**src/source/l2_defines.svh**
```systemverilog
// Sizes are fixed at 4 ways, 16 sets and 16-byte lines; set and way counts must be powers of two
`ifndef L2_DEFINES_SVH
`define L2_DEFINES_SVH

`default_nettype none

// Associativity and number of sets in the single bank
`define L2_WAYS 4
`define L2_SETS 16

// Bytes held by one cache line
`define CACHE_LINE_BYTES 16

// Requests carry line addresses, not byte addresses
`define L2_ADDR_WIDTH 26

// Identify the requesting core and the request within that core
`define CORE_ID_WIDTH 2
`define REQ_ID_WIDTH 2

// Derived index widths
`define L2_SET_BITS $clog2(`L2_SETS)
`define L2_WAY_BITS $clog2(`L2_WAYS)

// Tag holds the line address bits above the set index
`define L2_TAG_WIDTH (`L2_ADDR_WIDTH - `L2_SET_BITS)

`default_nettype wire

`endif

```
**src/source/l2_pkg.sv**
```systemverilog
// Request and response encodings are 3 bits wide; only five kinds of each are defined
`include "l2_defines.svh"

`default_nettype none

package l2_pkg;

	// Kinds of request a core may send
	typedef enum logic [2:0]
	{
		L2REQ_LOAD,
		L2REQ_STORE,
		L2REQ_FLUSH,
		L2REQ_DINVALIDATE,
		L2REQ_IINVALIDATE
	} l2req_type_t;

	// Acknowledge kinds, one per request kind
	typedef enum logic [2:0]
	{
		L2RSP_LOAD_ACK,
		L2RSP_STORE_ACK,
		L2RSP_FLUSH_ACK,
		L2RSP_DINVALIDATE_ACK,
		L2RSP_IINVALIDATE_ACK
	} l2rsp_type_t;

	// Line payload, byte 0 in the low bits
	typedef logic [`CACHE_LINE_BYTES * 8 - 1:0] cache_line_t;

	// One enable per byte of the line
	typedef logic [`CACHE_LINE_BYTES - 1:0] store_mask_t;

	// Address fields
	typedef logic [`L2_TAG_WIDTH - 1:0] l2_tag_t;
	typedef logic [`L2_SET_BITS - 1:0] l2_set_t;
	typedef logic [`L2_WAY_BITS - 1:0] l2_way_t;

	// Per-way state kept in the tag array
	typedef struct packed
	{
		logic valid;
		logic dirty;
		l2_tag_t tag;
	} tag_entry_t;

endpackage

`default_nettype wire

```
**src/source/l2_cache_tag.sv**
```systemverilog
// One request per cycle, one cycle latency; a fill must not hit, victim outputs describe tr_way
`include "l2_defines.svh"

`timescale 1ns/1ps
`default_nettype none

module l2_cache_tag
	import l2_pkg::*;
(
	input logic clk,
	input logic reset,

	// Request from the cores
	input logic req_valid,
	input l2req_type_t req_type,
	input logic [`CORE_ID_WIDTH - 1:0] req_core,
	input logic [`REQ_ID_WIDTH - 1:0] req_id,
	input logic [`L2_ADDR_WIDTH - 1:0] req_address,
	input store_mask_t req_store_mask,
	input cache_line_t req_data,
	input logic req_is_fill,
	input cache_line_t req_fill_data,

	// Registered request to the update stage
	output logic tr_valid,
	output l2req_type_t tr_type,
	output logic [`CORE_ID_WIDTH - 1:0] tr_core,
	output logic [`REQ_ID_WIDTH - 1:0] tr_id,
	output logic [`L2_ADDR_WIDTH - 1:0] tr_address,
	output store_mask_t tr_store_mask,
	output cache_line_t tr_data,
	output logic tr_is_fill,
	output cache_line_t tr_fill_data,

	// Lookup result
	output logic tr_hit,
	output l2_way_t tr_way,
	output logic tr_victim_valid,
	output logic tr_victim_dirty,
	output l2_tag_t tr_victim_tag
);

	tag_entry_t [`L2_WAYS - 1:0] tag_entries;
	logic [`L2_WAYS - 1:0] hit_ways;
	l2_way_t hit_way;
	l2_way_t victim_way;
	logic all_valid;
	l2_way_t rr_ptr [`L2_SETS];
	l2_set_t tr_set;
	l2_tag_t tr_tag;
	tag_entry_t cur_entry;
	tag_entry_t new_entry;
	logic tag_write_en;

	// Control bit resets, payload just follows the strobe
	always_ff @(posedge clk, posedge reset)
	begin
		if (reset)
			tr_valid <= 1'b0;
		else
			tr_valid <= req_valid;
	end

	always_ff @(posedge clk)
	begin
		if (req_valid)
		begin
			tr_type <= req_type;
			tr_core <= req_core;
			tr_id <= req_id;
			tr_address <= req_address;
			tr_store_mask <= req_store_mask;
			tr_data <= req_data;
			tr_is_fill <= req_is_fill;
			tr_fill_data <= req_fill_data;
		end
	end

	assign tr_set = tr_address[`L2_SET_BITS - 1:0];
	assign tr_tag = tr_address[`L2_ADDR_WIDTH - 1:`L2_SET_BITS];

	// Tag entries read alongside the request register
	l2_way_array #(
		.entry_t(tag_entry_t)
	) u_tag_array (
		.clk(clk),
		.reset(reset),
		.read_en(req_valid),
		.read_set(req_address[`L2_SET_BITS - 1:0]),
		.read_entries(tag_entries),
		.write_en(tag_write_en),
		.write_set(tr_set),
		.write_way(tr_way),
		.write_entry(new_entry)
	);

	// Compare all ways at once
	always_comb
	begin
		hit_way = '0;
		for (int w = 0; w < `L2_WAYS; w++)
		begin
			hit_ways[w] = tag_entries[w].valid && tag_entries[w].tag == tr_tag;
			if (hit_ways[w])
				hit_way = l2_way_t'(w);
		end
	end

	assign tr_hit = |hit_ways;

	// Lowest invalid way wins; scan downward so the last match is the lowest
	always_comb
	begin
		victim_way = rr_ptr[tr_set];
		all_valid = 1'b1;
		for (int w = `L2_WAYS - 1; w >= 0; w--)
		begin
			if (!tag_entries[w].valid)
			begin
				victim_way = l2_way_t'(w);
				all_valid = 1'b0;
			end
		end
	end

	assign tr_way = tr_is_fill ? victim_way : hit_way;

	// Old state of the selected way, victim on a fill, hit way otherwise
	assign cur_entry = tag_entries[tr_way];
	assign tr_victim_valid = cur_entry.valid;
	assign tr_victim_dirty = cur_entry.dirty;
	assign tr_victim_tag = cur_entry.tag;

	// Next tag state for the selected way
	always_comb
	begin
		new_entry = cur_entry;
		tag_write_en = 1'b0;
		if (tr_valid && tr_is_fill)
		begin
			new_entry.valid = 1'b1;
			new_entry.dirty = tr_type == L2REQ_STORE;
			new_entry.tag = tr_tag;
			tag_write_en = 1'b1;
		end
		else if (tr_valid && tr_hit)
		begin
			case (tr_type)
				L2REQ_STORE:
				begin
					new_entry.dirty = 1'b1;
					tag_write_en = 1'b1;
				end

				L2REQ_FLUSH:
				begin
					new_entry.dirty = 1'b0;
					tag_write_en = 1'b1;
				end

				L2REQ_DINVALIDATE:
				begin
					new_entry.valid = 1'b0;
					tag_write_en = 1'b1;
				end

				default:
					tag_write_en = 1'b0;
			endcase
		end
	end

	// Round-robin only moves when a full set is replaced
	always_ff @(posedge clk, posedge reset)
	begin
		if (reset)
		begin
			for (int s = 0; s < `L2_SETS; s++)
				rr_ptr[s] <= '0;
		end
		else if (tr_valid && tr_is_fill && all_valid)
			rr_ptr[tr_set] <= rr_ptr[tr_set] + 1'b1;
	end

	// A line lives in one way only, fills install with no duplicate
	single_hit: assert property (
		@(posedge clk) disable iff (reset)
		tr_valid |-> $onehot0(hit_ways))
		else $error("l2_cache_tag multiple ways hit");

	fill_misses: assert property (
		@(posedge clk) disable iff (reset)
		tr_valid && tr_is_fill |-> !tr_hit)
		else $error("l2_cache_tag fill hit an existing line");

endmodule

`default_nettype wire

```
**src/source/l2_way_array.sv**
```systemverilog
// Storage is reset to zero, so entries start invalid; one write and one set read per cycle
`include "l2_defines.svh"

`timescale 1ns/1ps
`default_nettype none

module l2_way_array
	import l2_pkg::*;
#(
	parameter type entry_t = logic [7:0]
)
(
	input logic clk,
	input logic reset,

	// Read side, all ways of one set
	input logic read_en,
	input l2_set_t read_set,
	output entry_t [`L2_WAYS - 1:0] read_entries,

	// Write side, one way of one set
	input logic write_en,
	input l2_set_t write_set,
	input l2_way_t write_way,
	input entry_t write_entry
);

	// Sets by ways
	entry_t storage [`L2_SETS][`L2_WAYS];

	always_ff @(posedge clk, posedge reset)
	begin
		if (reset)
		begin
			for (int s = 0; s < `L2_SETS; s++)
			begin
				for (int w = 0; w < `L2_WAYS; w++)
					storage[s][w] <= '0;
			end

			read_entries <= '0;
		end
		else
		begin
			if (write_en)
				storage[write_set][write_way] <= write_entry;

			if (read_en)
			begin
				for (int w = 0; w < `L2_WAYS; w++)
				begin
					// Write-first: a write landing on the set being read wins
					if (write_en && write_set == read_set && write_way == l2_way_t'(w))
						read_entries[w] <= write_entry;
					else
						read_entries[w] <= storage[read_set][w];
				end
			end
		end
	end

	// Way select must be resolved whenever a write is issued
	write_way_known: assert property (
		@(posedge clk) disable iff (reset)
		write_en |-> !$isunknown(write_way))
		else $error("l2_way_array write with unknown way");

endmodule

`default_nettype wire

```
**config.mk**
```make
export PLATFORM = sky130hd
export DESIGN_NAME = l2_cache_tag
export DESIGN_NICKNAME = d
export VERILOG_FILES = /design/src/source/l2_pkg.sv /design/src/source/l2_cache_tag.sv /design/src/source/l2_way_array.sv
export VERILOG_INCLUDE_DIRS = /design/src /design/src/source
export SDC_FILE = /design/constraint.sdc
export NUM_CORES = 2
export LEC_CHECK = 0
export ABC_AREA = 1
export BUFFER_PORTS_ARGS = -buffer_cell sky130_fd_sc_hd__buf_2
export CAP_MARGIN = 20
export CORE_MARGIN = 4
export CORE_UTILIZATION = 35
export CTS_BUF_LIST = sky130_fd_sc_hd__clkbuf_4 sky130_fd_sc_hd__clkbuf_8
export CTS_CLUSTER_DIAMETER = 50
export CTS_CLUSTER_SIZE = 25
export DETAILED_ROUTE_END_ITERATION = 8
export GPL_ROUTABILITY_DRIVEN = 0
export PLACE_DENSITY = 0.58
export SLEW_MARGIN = 40
export SYNTH_ARGS = -nofsm -noshare
export SYNTH_HDL_FRONTEND = slang
export SYNTH_SLANG_ARGS = --single-unit
export TNS_END_PERCENT = 1
```
**constraint.sdc**
```tcl
create_clock -name clk -period 100.4 [get_ports clk]
set_clock_uncertainty 0.1 [all_clocks]
set_input_delay 5.02 -clock clk [delete_from_list [all_inputs] [get_ports clk]]
set_output_delay 5.02 -clock clk [all_outputs]
set_load 0.01 [all_outputs]
```
Word-level counts from Yosys, hierarchy flattened. Index checks and enable logic that the tools add are counted.

Add/sub/neg operators: 1. Reduce and logical (&&, ||, !) cells: 17. Bitwise operators: 3. Multiplexer cells: 40. $lt $le $gt $ge: 6. Equality and inequality tests: 11.

Operators by type and width (number): bitwise mux 1536 bit (1); binary-select mux 96 bit (select 4 bit) (1); demux 96 bit (select 4 bit) (1); two-way mux 96 bit (3); two-way mux 24 bit (6); equality test 22 bit (4); binary-select mux 24 bit (select 2 bit) (1); demux 24 bit (select 2 bit) (1); bitwise mux 32 bit (1); two-way mux 2 bit (12); two-way mux 22 bit (1); logical AND 1 bit (14); >= comparator 5 bit, second input constant (2); NOT 4 -> 5 bit (2); two-way mux 1 bit (9); binary-select mux 2 bit (select 4 bit) (1); demux 2 bit (select 4 bit) (1); equality test 3 x 2 -> 1 bit, second input constant (2); less-than comparator 5 x 1 -> 1 bit, second input constant (1); equality test 2 bit, second input constant (2); equality test 4 bit (1); OR reduction 4 bit (1); equality test 3 x 1 -> 1 bit, second input constant (1); >= comparator 3 bit, second input constant (1); other kinds (8) (8).

Input bits: 309. Register bits: 1971. Output and inout port bits: 334. Word-level logic and storage cells: 307.

Depth between registers and ports, before layout.
Depth after elaboration: 17. Mapped depth: 24. Mapped depth without buffers: 20.

Hierarchy. Synthesis repeated with hierarchy kept, for this count alone.

Cells, all modules: 11728. Area, all modules: 92364.8 um^2.

Modules (own cells, without submodules): l2_way_array (cells an instance 10432, instances 1, seq. area each 40839.2 um^2, area an instance 78001.1 um^2); l2_cache_tag (cells an instance 1296, instances 1, seq. area each 10014.6 um^2, area an instance 14363.8 um^2).

Least setup slack after synthesis. OpenSTA, ideal clock, no wires.

Path type: reg-to-output. From: register tr_address[0]. To: output port tr_victim_tag[2]. Buffers on the path: 4. Data required time: 95.280 ns. Arrival: 2.047 ns. Stages on the path, launching flop included: 17. Path slack: 93.233 ns. Cell sequence: edfxtp_1 > buf_4 > buf_6 > nand3_1 > nand4_1 > nand2_1 > nand2_1 > nor2_1 > nand2_1 > nand2_1 > nand2_4 > buf_2 > buf_2 > nand3_1 > nand2_1 > inv_1 > nand2_1.

Cells in the longest elaborated chain, start to end: 11.

RTL lines: from (decl) (RTL line l2_cache_tag.sv:29) `` output logic [`L2_ADDR_WIDTH - 1:0] tr_address, ``; from (signal assigned) (RTL line l2_cache_tag.sv:71) `tr_address <= req_address;`; NOT 4 -> 5 bit (implied by the code) (RTL line l2_cache_tag.sv:114) `victim_way = rr_ptr[tr_set];`; binary-select mux 2 bit (select 4 bit) (RTL line l2_cache_tag.sv:114); two-way mux 2 bit (implied by the code) (2 in a row) (RTL line l2_cache_tag.sv:114); two-way mux 2 bit (4 in a row) (RTL line l2_cache_tag.sv:118) `if (!tag_entries[w].valid)`; two-way mux 2 bit (RTL line l2_cache_tag.sv:126) `assign tr_way = tr_is_fill ? victim_way : hit_way;`; named net tr_way[1] (RTL line l2_cache_tag.sv:37) `output l2_way_t tr_way,`; binary-select mux 24 bit (select 2 bit) (RTL line l2_cache_tag.sv:129) `assign cur_entry = tag_entries[tr_way];`; two-way mux 24 bit (implied by the code) (RTL line l2_cache_tag.sv:129); to (decl) (RTL line l2_cache_tag.sv:40) `output l2_tag_t tr_victim_tag`.

The timed path passes the listed nets, and every way through them passes these cells. The select of a mux whose other input is x is not followed.

Final worst setup path.
From: register tr_address[1]. To: output port tr_victim_tag[8].

Cells in the longest elaborated chain, start to end: 11.

RTL lines (RTL line): NOT 4 -> 5 bit (implied by the code) (l2_cache_tag.sv:114); binary-select mux 2 bit (select 4 bit) (l2_cache_tag.sv:114); two-way mux 2 bit (implied by the code) (2 in a row) (l2_cache_tag.sv:114); two-way mux 2 bit (4 in a row) (l2_cache_tag.sv:118); two-way mux 2 bit (l2_cache_tag.sv:126); binary-select mux 24 bit (select 2 bit) (l2_cache_tag.sv:129); two-way mux 24 bit (implied by the code) (l2_cache_tag.sv:129).

No other way between the ends. The select of a mux whose other input is x is not followed.

==> impl_metrics.py <==
metrics = {
    "clock_tree": {
        "cts_max_level": 4,
        "numCtsBuffers": 220,
        "cts_tree": "done",
        "clkLatencyLatePin_ps": 1090,
        "cts.repair.resized": 0,
        "cts_root_buf": "clkbuf_8",
        "ctsLongestPathBuffers": 4,
        "cts_setup_buffers": 0,
        "clock_sinks": 1971,
        "clk_pin_slew_ps": 90,
        "cts_hold_repair.buffers": 0,
    },
    "die": {
        "io_pins": 643,
        "start_util_pct": 35.23,
        "core_sq_mm": 0.2684,
        "row_count": 190,
        "die-area_sq_mm": 0.2786,
        "die_h_um": 527.8,
        "die_w_um": 527.8,
    },
    "timing": {
        "finalSetupViolations": 0,
        "tightestPinTransition_ps": 919.2,
        "hold_viol": 0,
        "timing.final.max_slew_violations": 0,
        "finalSetupTns_ps": 0,
        "finalCriticalPeriod_ps": 10120,
        "worst_hold_slack_ps": 387.8,
        "fmax_ghz": 0.09880,
        "rsz0062_at_grt": "false",
        "slew_headroom_pct": 38.63,
        "period_share_pct": 10.08,
    },
    "global_route": {
        "grt_first_pass_wirelength_um": 577700,
        "grt_antenna_before_repair": 66,
        "grt_max_degree": 181,
        "grt_usage_pct": 27.82,
        "grt_pass1_vias": 79070,
        "grt-ovfl-total": 0,
    },
    "synthesis": {
        "synth_top_family_by_area": "simple AND/OR/NAND/NOR gates",
        "synth_nets": 11640,
        "ys_ff_latch": 1971,
        "synth_fa_ha_area_share_pct": 0,
        "synth_top_cell_area_share_pct": 44.06,
        "syn-cell-area_sq_mm": 0.09456,
        "yosys-top-cells-area": "dfrtp_1 (44%), o21ai_0 (9.9%), edfxtp_1 (9.7%)",
        "synth_largest_area_cell": "dfrtp_1",
        "synth-xor-area-share_pct": 0.1667,
        "yosysSeqAreaShare_pct": 53.78,
        "synth_enable_flop_cells": 306,
        "synthSimpleGateAreaFrac_pct": 18.94,
        "synth_compound_area_share_pct": 17.96,
        "synthFlopType": "dfrtp_1",
        "yosys_warnings": 0,
        "synth.distinct_cells": 37,
        "synth_area_per_cell_sq_um": 8.346,
        "synth-async-reset-ratio_pct": 84.47,
        "synthCells": 11330,
        "synthMuxAreaShare_pct": 0,
    },
    "worst_hold_path": {
        "hp-class": "reg2reg",
    },
    "placed_design": {
        "dp_hpwl_um": 246000,
        "placed_area_sq_mm": 0.1001,
        "place.port_buffers": 642,
    },
    "final_layout": {
        "nFillCells": 27200,
        "fin_area_sq_mm": 0.1057,
        "ff_latch_area_sq_mm": 0.05085,
        "multi_input_area_sq_mm": 0.03563,
        "final_core_util_pct": 39.37,
        "mostFrequentLayoutCell": "nand2_1",
        "syn_to_final_growth_pct": 11.75,
        "drive_gt1_share_pct": 12.88,
        "fin_nets": 11650,
        "mostFrequentLayoutCells": "nand2_1 (2030), o21ai_0 (1862), nand3_1 (1704)",
    },
    "route": {
        "dr.first_iter.drc_count": 11340,
        "post_drt_wl_per_cell_um": 26.59,
        "firstDrtPassIters": 6,
        "wl_um": 401500,
        "vias": 85920,
        "postRouteAntennaNets": 0,
        "vias_per_cell": 5.690,
        "drc_errors": 0,
    },
    "worst_setup_path": {
        "crit_top_cell": "nand2_1",
        "critPathMaxFanout": 53,
        "start_kind": "flop",
        "worstPathRequired_ps": 95280,
        "crit_path_max_incr_delay_ps": 640,
        "endpoint_kind": "output port",
        "cp_top_family": "simple AND/OR/NAND/NOR gates",
        "worst-path-buf-inv": 4,
        "critPathArrivalTime_ps": 5000,
        "critical_path_class": "reg2out",
        "cp_slowest_cell": "edfxtp_1",
        "path_cells": "inv_1 -> nor2_2 -> nand2_1 -> nand4_1 -> nand2_1 -> nand2_1 -> nor2_1 -> nand2_1 -> nand2_1 -> nand2_4 -> inv_4 -> nand3_1 -> nand2_1 -> nor2_1 -> inv_1 -> buf_2",
    },
    "run": {
        "maxCapViolations": 0,
    },
    "pwr": {
        "p_leak_nw": 48.63,
        "peakVddDrop_v": 0.00001766,
        "power_density_mw_per_mm2": 18.01,
    },
    "outcome": {
        "outcome": "finished, final reports clean",
    },
}
synth_stat cells (25+ instances only):
cell         n
dfrtp_1   1665
nand3_1   1719
o21ai_1    319
nand2_1   2064
a31oi_1     96
clkbuf_1   616
o22ai_1     83
edfxtp_1   306
a21oi_1    667
buf_4      198
buf_1      103
inv_1      869
o211ai_1   199
o21ai_0   1862
nor2_2      25
nor2_1     219
inv_2       37
buf_2      167
kinds of logic (layout without fill, tap and decap cells):
| logic type | after synthesis | after routing |
|---|---|---|
| other | 0 | 31 |
| DFF | 1971 | 1971 |
| and+or+nand+nor | 4091 | 4091 |
| buffers and inverters | 2012 | 2198 |
| xor gates and xnor gates | 18 | 18 |
| AOI/OAI and AO/OA | 3239 | 3239 |
tightest hold or removal path: stages, from the launching register on:
cell,delay (ps)
dfrtp_1,340
o21ai_1,60
nand2_1,60
power breakdown:
group          switching (W)  total (W)  internal, W
logic               0.000237   0.000320    0.0000835
clock network       0.000345   0.000651     0.000306
registers          0.0000420   0.000932     0.000890
total               0.000624    0.00190      0.00128
state kept, by name, summed over array words and instances (netlist names):
signal / cells
tr_id: 2
tr_data: 128
rr_ptr: 32
tr_store_mask: 16
u_tag_array.storage: 1536
tr_valid: 1
tr_fill_data: 128
tr_address: 26
tr_core: 2
tr_is_fill: 1
tr_type: 3
u_tag_array.read_entries: 96
metal layers:
layer  up-vias  global-route usage [%]  routed length [um]
li1      38190                       -                   -
met1     41970                   37.26              157900
met2      4781                   42.72              179400
met3       928                   6.076               40740
met4        48                   13.59               23170
met5         -                       0                 304
path summary, 6_finish.rpt:
| check | start | end | slack [ps] | cells past startpoint |
|---|---|---|---|---|
| max in group asynchronous | reset | u_tag_array.storage[395]$_DFFE_PP0P_ | 92530 | 7 |
| worst min-delay path | u_tag_array.storage[362]$_DFFE_PP0P_ | u_tag_array.storage[362]$_DFFE_PP0P_ | 390 | 2 |
| worst max-delay path | tr_address[1]$_DFFE_PP_ | tr_victim_tag[8] | 90280 | 16 |
| worst min register to register | u_tag_array.storage[362]$_DFFE_PP0P_ | u_tag_array.storage[362]$_DFFE_PP0P_ | 390 | 2 |
| worst max register to register | tr_address[0]$_DFFE_PP_ | u_tag_array.storage[129]$_DFFE_PP0P_ | 94470 | 19 |
| min in group asynchronous | reset | u_tag_array.storage[1479]$_DFFE_PP0P_ | 3950 | 2 |
area by class of cell:
class / instances / area share [%]
inverters: 908 / 3.258
flip-flops and latches: 1971 / 48.12
well taps: 3552 / 4.205
clock inverters: 144 / 1.703
diodes: 31 / 0.07341
repair buffers: 889 / 5.678
multi-input cells: 7348 / 33.71
clock buffers: 257 / 3.246
stage by stage:
step                      power [W]  std cells  setup WS (ps)
after floorplan            0.001137      11330          48290
after global placement     0.001253      14630          90380
after detailed placement   0.001259      14660          90510
after CTS                  0.001904      15060          90380
after global routing       0.001979      15090          90000
final                      0.001904      15100          90280
Power figures use the tool's default switching activity.
