`src/source/l2_defines.svh`:
```
// Sizes are fixed at 4 ways, 16 sets and 16-byte lines; set and way counts must be powers of two
`ifndef L2_DEFINES_SVH
`define L2_DEFINES_SVH

`default_nettype none

// Associativity and number of sets in the single bank
`define L2_WAYS 4
`define L2_SETS 16

// Bytes held by one cache line
`define CACHE_LINE_BYTES 16

// Requests carry line addresses, not byte addresses
`define L2_ADDR_WIDTH 26

// Identify the requesting core and the request within that core
`define CORE_ID_WIDTH 2
`define REQ_ID_WIDTH 2

// Derived index widths
`define L2_SET_BITS $clog2(`L2_SETS)
`define L2_WAY_BITS $clog2(`L2_WAYS)

// Tag holds the line address bits above the set index
`define L2_TAG_WIDTH (`L2_ADDR_WIDTH - `L2_SET_BITS)

`default_nettype wire

`endif

```
`src/source/l2_pkg.sv`:
```
// Request and response encodings are 3 bits wide; only five kinds of each are defined
`include "l2_defines.svh"

`default_nettype none

package l2_pkg;

	// Kinds of request a core may send
	typedef enum logic [2:0]
	{
		L2REQ_LOAD,
		L2REQ_STORE,
		L2REQ_FLUSH,
		L2REQ_DINVALIDATE,
		L2REQ_IINVALIDATE
	} l2req_type_t;

	// Acknowledge kinds, one per request kind
	typedef enum logic [2:0]
	{
		L2RSP_LOAD_ACK,
		L2RSP_STORE_ACK,
		L2RSP_FLUSH_ACK,
		L2RSP_DINVALIDATE_ACK,
		L2RSP_IINVALIDATE_ACK
	} l2rsp_type_t;

	// Line payload, byte 0 in the low bits
	typedef logic [`CACHE_LINE_BYTES * 8 - 1:0] cache_line_t;

	// One enable per byte of the line
	typedef logic [`CACHE_LINE_BYTES - 1:0] store_mask_t;

	// Address fields
	typedef logic [`L2_TAG_WIDTH - 1:0] l2_tag_t;
	typedef logic [`L2_SET_BITS - 1:0] l2_set_t;
	typedef logic [`L2_WAY_BITS - 1:0] l2_way_t;

	// Per-way state kept in the tag array
	typedef struct packed
	{
		logic valid;
		logic dirty;
		l2_tag_t tag;
	} tag_entry_t;

endpackage

`default_nettype wire

```
`src/source/l2_way_array.sv`:
```
// Storage is reset to zero, so entries start invalid; one write and one set read per cycle
`include "l2_defines.svh"

`timescale 1ns/1ps
`default_nettype none

module l2_way_array
	import l2_pkg::*;
#(
	parameter type entry_t = logic [7:0]
)
(
	input logic clk,
	input logic reset,

	// Read side, all ways of one set
	input logic read_en,
	input l2_set_t read_set,
	output entry_t [`L2_WAYS - 1:0] read_entries,

	// Write side, one way of one set
	input logic write_en,
	input l2_set_t write_set,
	input l2_way_t write_way,
	input entry_t write_entry
);

	// Sets by ways
	entry_t storage [`L2_SETS][`L2_WAYS];

	always_ff @(posedge clk, posedge reset)
	begin
		if (reset)
		begin
			for (int s = 0; s < `L2_SETS; s++)
			begin
				for (int w = 0; w < `L2_WAYS; w++)
					storage[s][w] <= '0;
			end

			read_entries <= '0;
		end
		else
		begin
			if (write_en)
				storage[write_set][write_way] <= write_entry;

			if (read_en)
			begin
				for (int w = 0; w < `L2_WAYS; w++)
				begin
					// Write-first: a write landing on the set being read wins
					if (write_en && write_set == read_set && write_way == l2_way_t'(w))
						read_entries[w] <= write_entry;
					else
						read_entries[w] <= storage[read_set][w];
				end
			end
		end
	end

	// Way select must be resolved whenever a write is issued
	write_way_known: assert property (
		@(posedge clk) disable iff (reset)
		write_en |-> !$isunknown(write_way))
		else $error("l2_way_array write with unknown way");

endmodule

`default_nettype wire

```
`config.mk`:
```
export PLATFORM = sky130hd
export DESIGN_NAME = l2_way_array
export DESIGN_NICKNAME = d
export VERILOG_FILES = /design/src/source/l2_pkg.sv /design/src/source/l2_way_array.sv
export VERILOG_INCLUDE_DIRS = /design/src /design/src/source
export SDC_FILE = /design/constraint.sdc
export NUM_CORES = 1
export LEC_CHECK = 0
export BUFFER_PORTS_ARGS = -buffer_cell sky130_fd_sc_hd__clkbuf_2
export CAP_MARGIN = 30
export CELL_PAD_IN_SITES_DETAIL_PLACEMENT = 1
export CELL_PAD_IN_SITES_GLOBAL_PLACEMENT = 2
export CORE_ASPECT_RATIO = 1.25
export CORE_UTILIZATION = 45
export DETAILED_ROUTE_END_ITERATION = 10
export GPL_TIMING_DRIVEN = 0
export PLACE_DENSITY_LB_ADDON = 0.08
export SLEW_MARGIN = 20
export SYNTH_ARGS = -nofsm -noshare
export SYNTH_HDL_FRONTEND = slang
export SYNTH_SLANG_ARGS = --single-unit
```
`constraint.sdc`:
```
create_clock -name clk -period 27.6 [get_ports clk]
set_input_delay 8.28 -clock clk [delete_from_list [all_inputs] [get_ports clk]]
set_output_delay 8.28 -clock clk [all_outputs]
set_load 0.02 [all_outputs]
```
Word-level counts from Yosys, hierarchy flattened
Index checks and enable logic that the tools add are counted.
{"block": "word_totals", "register_bits": 544, "in_bits": 22, "output_inout_bits": 32, "elab_cells": 100}
{"block": "classes", "order_cmp": 5, "eq_ne": 4, "muxes": 12, "bitwise_logic": 3, "reduce_logical": 8}
{"op": "bitwise mux 512 bit", "n": 1}
{"op": "binary-select mux 32 bit (select 4 bit)", "n": 1}
{"op": "demux 32 bit (select 4 bit)", "n": 1}
{"op": "2-to-1 mux 32 bit", "n": 3}
{"op": "2-to-1 mux 8 bit", "n": 5}
{"op": "demux 8 bit (select 2 bit)", "n": 1}
{"op": "greater-or-equal comparator 5 bit, second input constant", "n": 2}
{"op": "inverter 4 -> 5 bit", "n": 2}
{"op": "logical AND 1 bit", "n": 7}
{"op": "< comparator 5 x 1 -> 1 bit, second input constant", "n": 1}
{"op": "== test 2 bit, second input constant", "n": 2}
{"op": "== test 4 bit", "n": 1}
{"op": "greater-or-equal comparator 3 bit, second input constant", "n": 1}
{"op": "< comparator 3 x 1 -> 1 bit, second input constant", "n": 1}
{"op": "inverter 2 -> 3 bit", "n": 1}
{"op": "== test 2 x 1 -> 1 bit, second input constant", "n": 1}
{"op": "logical NOT 2 bit", "n": 1}

Longest topological paths before layout
Gate-level depths: netlist (run 1).
{"block": "depth", "depth_word": 8, "mapped_depth": 7, "mapped_depth_nobuf": 4}

Worst setup path after synthesis (run 1)
OpenSTA, ideal clock, no wires.
{"block": "synth_timing", "path_type": "input-to-reg", "startpoint": "input write_set[2]", "endpoint": "register storage[128] in the netlist's numbering", "setup_ps": 125, "t_arrival_ps": 9658, "required_ps": 27475, "setup_slack_ps": 17817, "cell_stages": 6, "path_buffers": 2, "path_cell_list": "buf_2 > nand2b_1 > or2_2 > buf_2 > nor2_2 > mux2_2"}
{"block": "synth_via", "elab_chain_cells": 6, "word_cells_on_any_way": 7, "classes_between": "order compare (2); mux (3); bitwise (1); reduce/logical (1)"}
{"element": "from (decl)", "line_no": "l2_way_array.sv:23", "rtl": "input l2_set_t write_set,"}
{"element": "inverter 4 -> 5 bit (implied by the code) (*)", "line_no": "l2_way_array.sv:46", "rtl": "storage[write_set][write_way] <= write_entry;"}
{"element": "greater-or-equal comparator 5 bit (implied by the code) / < comparator 5 x 1 -> 1 bit (equally long branches)", "line_no": "l2_way_array.sv:46"}
{"element": "logical AND 1 bit (implied by the code)", "line_no": "l2_way_array.sv:46"}
{"element": "2-to-1 mux 32 bit (implied by the code)", "line_no": "l2_way_array.sv:46"}
{"element": "demux 32 bit (select 4 bit) (*)", "line_no": "l2_way_array.sv:46"}
{"element": "bitwise mux 512 bit (*)", "line_no": "l2_way_array.sv:46"}
{"element": "to (signal, indexed assignment)", "line_no": "l2_way_array.sv:46"}
{"element": "to (decl)", "line_no": "l2_way_array.sv:29", "rtl": "entry_t storage [`L2_SETS][`L2_WAYS];"}
Mark *: on every way between the ends. The rest lies on a longest branch, timed or not.
A chain may end at the register's enable or synchronous reset.

Final worst setup path (run 1)
{"block": "layout_timing", "startpoint": "input read_set[2]", "endpoint": "register read_entries[19] in the netlist's numbering"}
{"block": "layout_via", "elab_chain_cells": 5, "word_cells_on_any_way": 8, "classes_between": "eq/ne (1); mux (4); bitwise (1); reduce/logical (2)"}
{"element": "from (decl)", "line_no": "l2_way_array.sv:18", "rtl": "input l2_set_t read_set,"}
{"element": "inverter 4 -> 5 bit (implied by the code)", "line_no": "l2_way_array.sv:56", "rtl": "read_entries[w] <= storage[read_set][w];"}
{"element": "binary-select mux 32 bit (select 4 bit)", "line_no": "l2_way_array.sv:56"}
{"element": "2-to-1 mux 32 bit (2 in a row)"}
{"element": "2-to-1 mux 8 bit (*)", "line_no": "l2_way_array.sv:53", "rtl": "if (write_en && write_set == read_set && write_way == l2_way_t'(w))"}
{"element": "to (signal, indexed assignment)", "line_no": "l2_way_array.sv:54", "rtl": "read_entries[w] <= write_entry;"}
{"element": "to (signal, indexed assignment)", "line_no": "l2_way_array.sv:56"}
{"element": "to (decl)", "line_no": "l2_way_array.sv:19", "rtl": "output entry_t [`L2_WAYS - 1:0] read_entries,"}
Mark *: on every way between the ends. The rest lies on a longest branch, timed or not. The select of a mux whose other input is x is not followed.

==> results of run 1 <==
==> cells in the mapped netlist <==
| cell | instances |
|---|---|
| a22o_1 | 32 |
| a22oi_1 | 64 |
| a31oi_1 | 32 |
| and2_1 | 1 |
| and3_1 | 1 |
| and3b_1 | 1 |
| buf_1 | 1 |
| buf_2 | 44 |
| buf_4 | 12 |
| buf_6 | 7 |
| clkbuf_1 | 70 |
| dfrtp_1 | 544 |
| inv_1 | 1 |
| mux2_1 | 21 |
| mux2_2 | 491 |
| mux4_2 | 128 |
| nand2_1 | 47 |
| nand2b_1 | 4 |
| nand3_1 | 33 |
| nand3b_1 | 1 |
| nand4_1 | 1 |
| nor2_1 | 38 |
| nor2_2 | 8 |
| nor2_4 | 12 |
| nor2b_1 | 2 |
| nor3_1 | 6 |
| nor3b_1 | 1 |
| nor4_2 | 1 |
| nor4_4 | 1 |
| or2_2 | 5 |
| or3b_1 | 1 |
| xor2_1 | 4 |
==> worst reg2reg max path, cell delays in order (launching register included) <==
cell     delay, ns
dfrtp_1       0.38
mux4_2        0.54
a22oi_1       0.57
a22o_1        0.28
a31oi_1       0.10
==> layout make-up <==
type                    count  area [sq um]  area share
inverters                   1          11.3    0.000400
diodes                      5          12.5    0.000444
flip-flops and latches    544         13600       0.484
repair buffers             59           543      0.0193
clock buffers              91          1720      0.0612
clock inverters            15           183     0.00649
multi-input cells         936         10500       0.373
plain buffers             134           661      0.0235
well taps                 727           910      0.0323
==> routing by layer <==
layer	part of all wire	track usage	up-vias
met4	0.047	0.139	2
met3	0.041	0.0437	131
li1	-	-	6310
met2	0.49	0.524	371
met5	0.00015	0	-
met1	0.42	0.427	8535
==> per-stage QoR <==
step,total power (uW),area (sq um),cells,setup slack [ns]
finish,2050,28200,2512,17.44
global route,2120,28100,2507,17.44
CTS,2070,28100,2507,17.58
detailed placement,1280,26200,2401,16.94
global placement,1260,25900,2380,-1.50
floorplan,1160,24800,1615,4.11
==> cell families after synthesis <==
kind of cell / Yosys count
muxes: 640
DFF: 544
and+or+nand+nor: 164
buffers and inverters: 135
AOI/OAI and AO/OA: 128
xor gates and xnor gates: 4
==> flip-flops by register name (all words and copies together), names as in the netlist <==
signal        flops
storage         512
read_entries     32
==> where the power goes <==
part	internal [uW]	switching, uW
Sequential	902	53.9
Clock	463	329
Combinational	148	158
Total	1510	541
==> placed cells by master (no fill, tap or decap), types with 38 or more instances in the layout <==
master | netlist | layout
mux2_2 | 491 | 491
nor2_1 | 38 | 38
nand2_1 | 47 | 47
dfrtp_1 | 544 | 544
clkbuf_16 | 0 | 57
a22oi_1 | 64 | 64
mux4_2 | 128 | 128
clkbuf_2 | 0 | 42
clkbuf_1 | 70 | 83
buf_2 | 44 | 44
==> final timing paths <==
| kind | from | depth (start not counted) | end | slack, ns |
|---|---|---|---|---|
| max | read_set[2] | 7 | read_entries[19] | 17.44 |
| min in group asynchronous | reset | 2 | storage[469] | 7.64 |
| max reg2reg | storage[11] | 4 | read_entries[19] | 25.56 |
| max in group asynchronous | reset | 6 | storage[28] | 18.01 |
| min | storage[48] | 1 | storage[48] | 0.48 |
| min reg2reg | storage[48] | 1 | storage[48] | 0.48 |
==> flow_summary_export.csv, run 1 <==
group,metric,value,unit
power_and_ir_drop,powerDensity,72.9,nW/um^2
clock_network,clkSinkCount,544,
clock_network,cts_made_buffers,56,
routing,via_per_inst,6.11,
sta,fin_tns_setup,0,ns
critical_path,crit_fanout,10,
synthesis,ys_seq_elements,544,
critical_path,cpPeakStageDelay,0.57,ns
grt,gr-usage-all-layers,0.320,
clock_network,tritoncts,"done",
grt,grt_overflow,0,
critical_path,startpoint_type,"input pin",
floorplan,core_area,54100,sq um
clock_network,clkLatencyLatePin,0.64,ns
routing,drt_iter0_markers,1215,
finish,final_core_util,0.521,
floorplan,initial_core_util,0.458,
power_and_ir_drop,p_leak,0.0129,uW
routing,drc_errors,0,
synthesis,synth_top_area_share,0.550,
floorplan,rows,95,
floorplan,die-area,56000,sq um
sta,relSlewSlack,0.289,
synthesis,synthAdderAreaFrac,0,
finish,fillers,5167,
grt,antenna_found_initial,4,
synthesis,netlist.top_cell.by_area,"dfrtp_1",
sta,post-route-period-util,0.368,
finish,drive_gt1_frac,0.484,
run,drv_cap,0,
critical_path,crit_path_cell_trace,"clkbuf_2 > buf_2 > buf_2 > mux4_2 > a22oi_1 > a22o_1 > a31oi_1",
synthesis,synth.yosys.seq_area_share,0.550,
synthesis,synthSimpleGateAreaFrac,0.0344,
grt,grt_pass1_vias,16900,
critical_path,critPathRequiredTime,28.06,ns
placed_design,io_buffers,38,
critical_path,arrival,10.62,ns
sta,worst_slew_pin_slew,1.07,ns
finish,nNetsFinal,1754,
synthesis,muxShareOfSynthArea,0.349,
status,outcome,"finished clean",
synthesis,mappedNetlistArea,24800,sq um
synthesis,synth-compound-area-share,0.0388,
placed_design,hpwl,60000,um
clock_network,path_clk_slew,0.06,ns
synthesis,synth_fp_nets,1637,
placed_design,place.gp.congestion,0.874,
synthesis,synth_top_family_by_area,"multiplexers",
sta,setup_viol,0,
power_and_ir_drop,vdd_drop_max,0.0548,mV
sta,timing.hold.ws,0.484,ns
critical_path,crit_buf_inv,3,
finish,syn_to_final_growth,13.7,%
critical_path,crit_top_cell,"buf_2",
routing,wl_per_cell,34.1,um
sta,skew,0.0228,ns
routing,wl,85500,um
clock_network,hold_buffers,0,
synthesis,yosysWarnings,0,
clock_network,post_cts_buffers,0,
sta,fin_crit,10.16,ns
synthesis,synthCells,1615,
floorplan,dieWidth,212,um
floorplan,io_pins,54,
clock_network,htreeDepth,2,
synthesis,avgSynthCellArea,15.3,sq um
routing,ant_nets,0,
hold_path,hold_class,"flop to flop",
sta,drv_slew,0,
critical_path,critPathKind,"input pin to flop",
routing,dr.pass1.iters,5,
critical_path,crit_path_end_kind,"flop",
synthesis,synth_xor_area_frac,0.00141,
sta,rsz0062_at_grt,"false",
critical_path,cp_top_family,"buffers and inverters",
clock_network,clockBufferDepth,3,
routing,vias,15300,
grt,grt_max_degree,107,
clock_network,cts_resized,0,
sta,max_freq,98.5,MHz
critical_path,slowest_stage,"a22oi_1",
sta,finalHoldViolCount,0,
clock_network,clockRootBuffer,"clkbuf_16",
grt,grt_pass1_wl,125000,um
floorplan,die_h,264,um
synthesis,synthTopCellsByArea,"dfrtp_1 55%, mux2_2 22%, mux4_2 12%",
synthesis,synth.distinct_cells,32,
No activity file was read; power rests on OpenSTA's default activity.
==> run 2, diff against run 1 <==
--- a/config.mk
+++ b/config.mk
@@ -11,7 +11,7 @@
 export CELL_PAD_IN_SITES_DETAIL_PLACEMENT = 1
 export CELL_PAD_IN_SITES_GLOBAL_PLACEMENT = 2
 export CORE_ASPECT_RATIO = 1.25
-export CORE_UTILIZATION = 45
+export CORE_UTILIZATION = 42
 export DETAILED_ROUTE_END_ITERATION = 10
 export GPL_TIMING_DRIVEN = 0
 export PLACE_DENSITY_LB_ADDON = 0.08
==> constraint.sdc (replaced) <==
create_clock -name clk -period 8.9 [get_ports clk]
set_input_delay 2.67 -clock clk [delete_from_list [all_inputs] [get_ports clk]]
set_output_delay 2.67 -clock clk [all_outputs]
set_load 0.02 [all_outputs]
==> flow_summary_export.csv, run 2 (synthesized netlist as in run 1, its figures left out) <==
group,metric,value,unit
floorplan,initial_core_util,0.425,
placed_design,dpl.cell_count,2442,
finish,syn_to_final_growth,14.8,%
routing,vias,15400,
hold_path,min-delay-start,"storage[50]",
routing,drc_errors,0,
floorplan,core_area,58300,sq um
grt,grt_overflow,0,
clock_network,post_cts_buffers,0,
finish,regMostFlops,"storage",
clock_network,path_clk_slew,0.06,ns
sta,post-route-period-util,0.509,
hold_path,min_to,"storage[50]",
finish,fin_cells,2553,
placed_design,place.gp.congestion,0.861,
critical_path,arrival,5.01,ns
critical_path,rr_worst_depth,4,
clock_network,cts_made_buffers,57,
sta,setup_viol,0,
grt,grt_max_degree,35,
run,drv_cap,0,
grt,grt_pass1_wl,125000,um
routing,wl_per_cell,33.9,um
routing,dr.pass1.iters,5,
clock_network,clockBufferDepth,3,
sta,fin_crit,4.53,ns
hold_path,hold_class,"flop to flop",
clock_network,clockRootBuffer,"clkbuf_16",
routing,wl,86400,um
floorplan,dieWidth,219,um
sta,max_freq,221,MHz
critical_path,startpoint_type,"input pin",
clock_network,htreeDepth,2,
finish,nNetsFinal,1767,
finish,largest_register_ffs,512,
floorplan,io_pins,54,
finish,drive_gt1_frac,0.491,
sta,fin_ws,4.37,ns
sta,worst_slew_pin_slew,1.09,ns
power_and_ir_drop,p_leak,0.0131,uW
critical_path,reg2reg_from,"storage[27]",
routing,via_per_inst,6.02,
grt,gr-usage-all-layers,0.299,
status,outcome,"finished clean",
sta,drv_slew,0,
finish,layout_commonest_cell,"dfrtp_1",
critical_path,crit_path_end_kind,"flop",
floorplan,die-area,60000,sq um
grt,grt_pass1_vias,16400,
critical_path,critPathKind,"input pin to flop",
power_and_ir_drop,vdd_drop_max,0.154,mV
hold_path,hold_path_depth,1,
critical_path,critPathRequiredTime,9.38,ns
routing,drt_iter0_markers,1063,
placed_design,post-place-ws,3.78,ns
critical_path,rr_endpoint,"read_entries[3]",
power_and_ir_drop,total_power,6380,uW
grt,antenna_found_initial,7,
placed_design,io_buffers,38,
sta,skew,0.0148,ns
critical_path,rrSetupSlack,6.85,ns
clock_network,cts_resized,0,
placed_design,hpwl,62100,um
clock_network,clkSinkCount,544,
sta,finalHoldViolCount,0,
sta,relSlewSlack,0.274,
critical_path,crit_fanout,10,
routing,ant_nets,0,
finish,mostFrequentLayoutCells,"544 x dfrtp_1, 491 x mux2_2, 128 x mux4_2",
clock_network,hold_buffers,0,
sta,rsz0062_at_grt,"false",
finish,final_core_util,0.487,
finish,reg.largest.list,"storage (512), read_entries (32)",
power_and_ir_drop,powerDensity,224,nW/um^2
clock_network,tritoncts,"done",
floorplan,rows,99,
clock_network,clkLatencyLatePin,0.62,ns
floorplan,die_h,274,um
[run 2: cell types whose count changed in the layout (fill, tap and decap cells not counted)]
cell,delta
buf_8,-4
clkbuf_8,+4
buf_16,-1
buf_6,+2
inv_8,-1
buf_12,+15
clkbuf_1,-6
clkinvlp_4,+1
clkbuf_2,+2
bufinv_16,-1
[run 2: power by group]
group	leakage, uW	internal, uW	switching [uW]
Sequential	0.00720	2800	163
Combinational	0.00491	468	492
Clock	0.000955	1440	1020
[run 2: area by class of cell]
cell class,count,area (sq um)
Clock buffer,91,1760
Fill cell,5652,29900
Buffer,134,663
Multi-Input combinational cell,936,10500
Inverter,1,7.51
Sequential cell,544,13600
Tap cell,757,947
Clock inverter,14,153
Timing Repair Buffer,71,778
Antenna cell,5,12.5
[run 2: metal layers]
metal / GRT usage / vias up / routed length, um
met5: 0 / - / 0
met4: 0.131 / 0 / 3910
met3: 0.0374 / 120 / 3300
met2: 0.492 / 393 / 42900
met1: 0.397 / 8516 / 36300
li1: - / 6344 / -
[run 2: worst max path at each step]
stage / start / end / slack [ns] / cells past startpoint
final: read_set[2] / read_entries[1] / 4.37 / 7
after CTS: read_set[2] / read_entries[1] / 4.44 / 7
after global placement: reset / storage[394] / -4.42 / 2
after detailed placement: read_set[2] / read_entries[1] / 3.78 / 7
after global routing: read_set[2] / read_entries[1] / 4.39 / 7
after floorplan: reset / read_entries[0] / -1.17 / 1
[run 2: critical path, stage by stage]
cell and delay [ns]:
clkbuf_2 0.16, buf_2 0.40, buf_2 0.40, mux4_2 0.44, a22oi_1 0.61, a22o_1 0.23
a31oi_1 0.08
[run 2: stage by stage]
step | hold WS [ns] | setup TNS (ns) | instance area, sq um
3_5_place_dp | 0.470 | 0 | 26500
6_report | 0.483 | 0 | 28400
2_1_floorplan | 0.452 | -636.44 | 24800
3_3_place_gp | 0.463 | -2340.74 | 25900
4_1_cts | 0.484 | 0 | 28400
5_1_grt | 0.497 | 0 | 28400
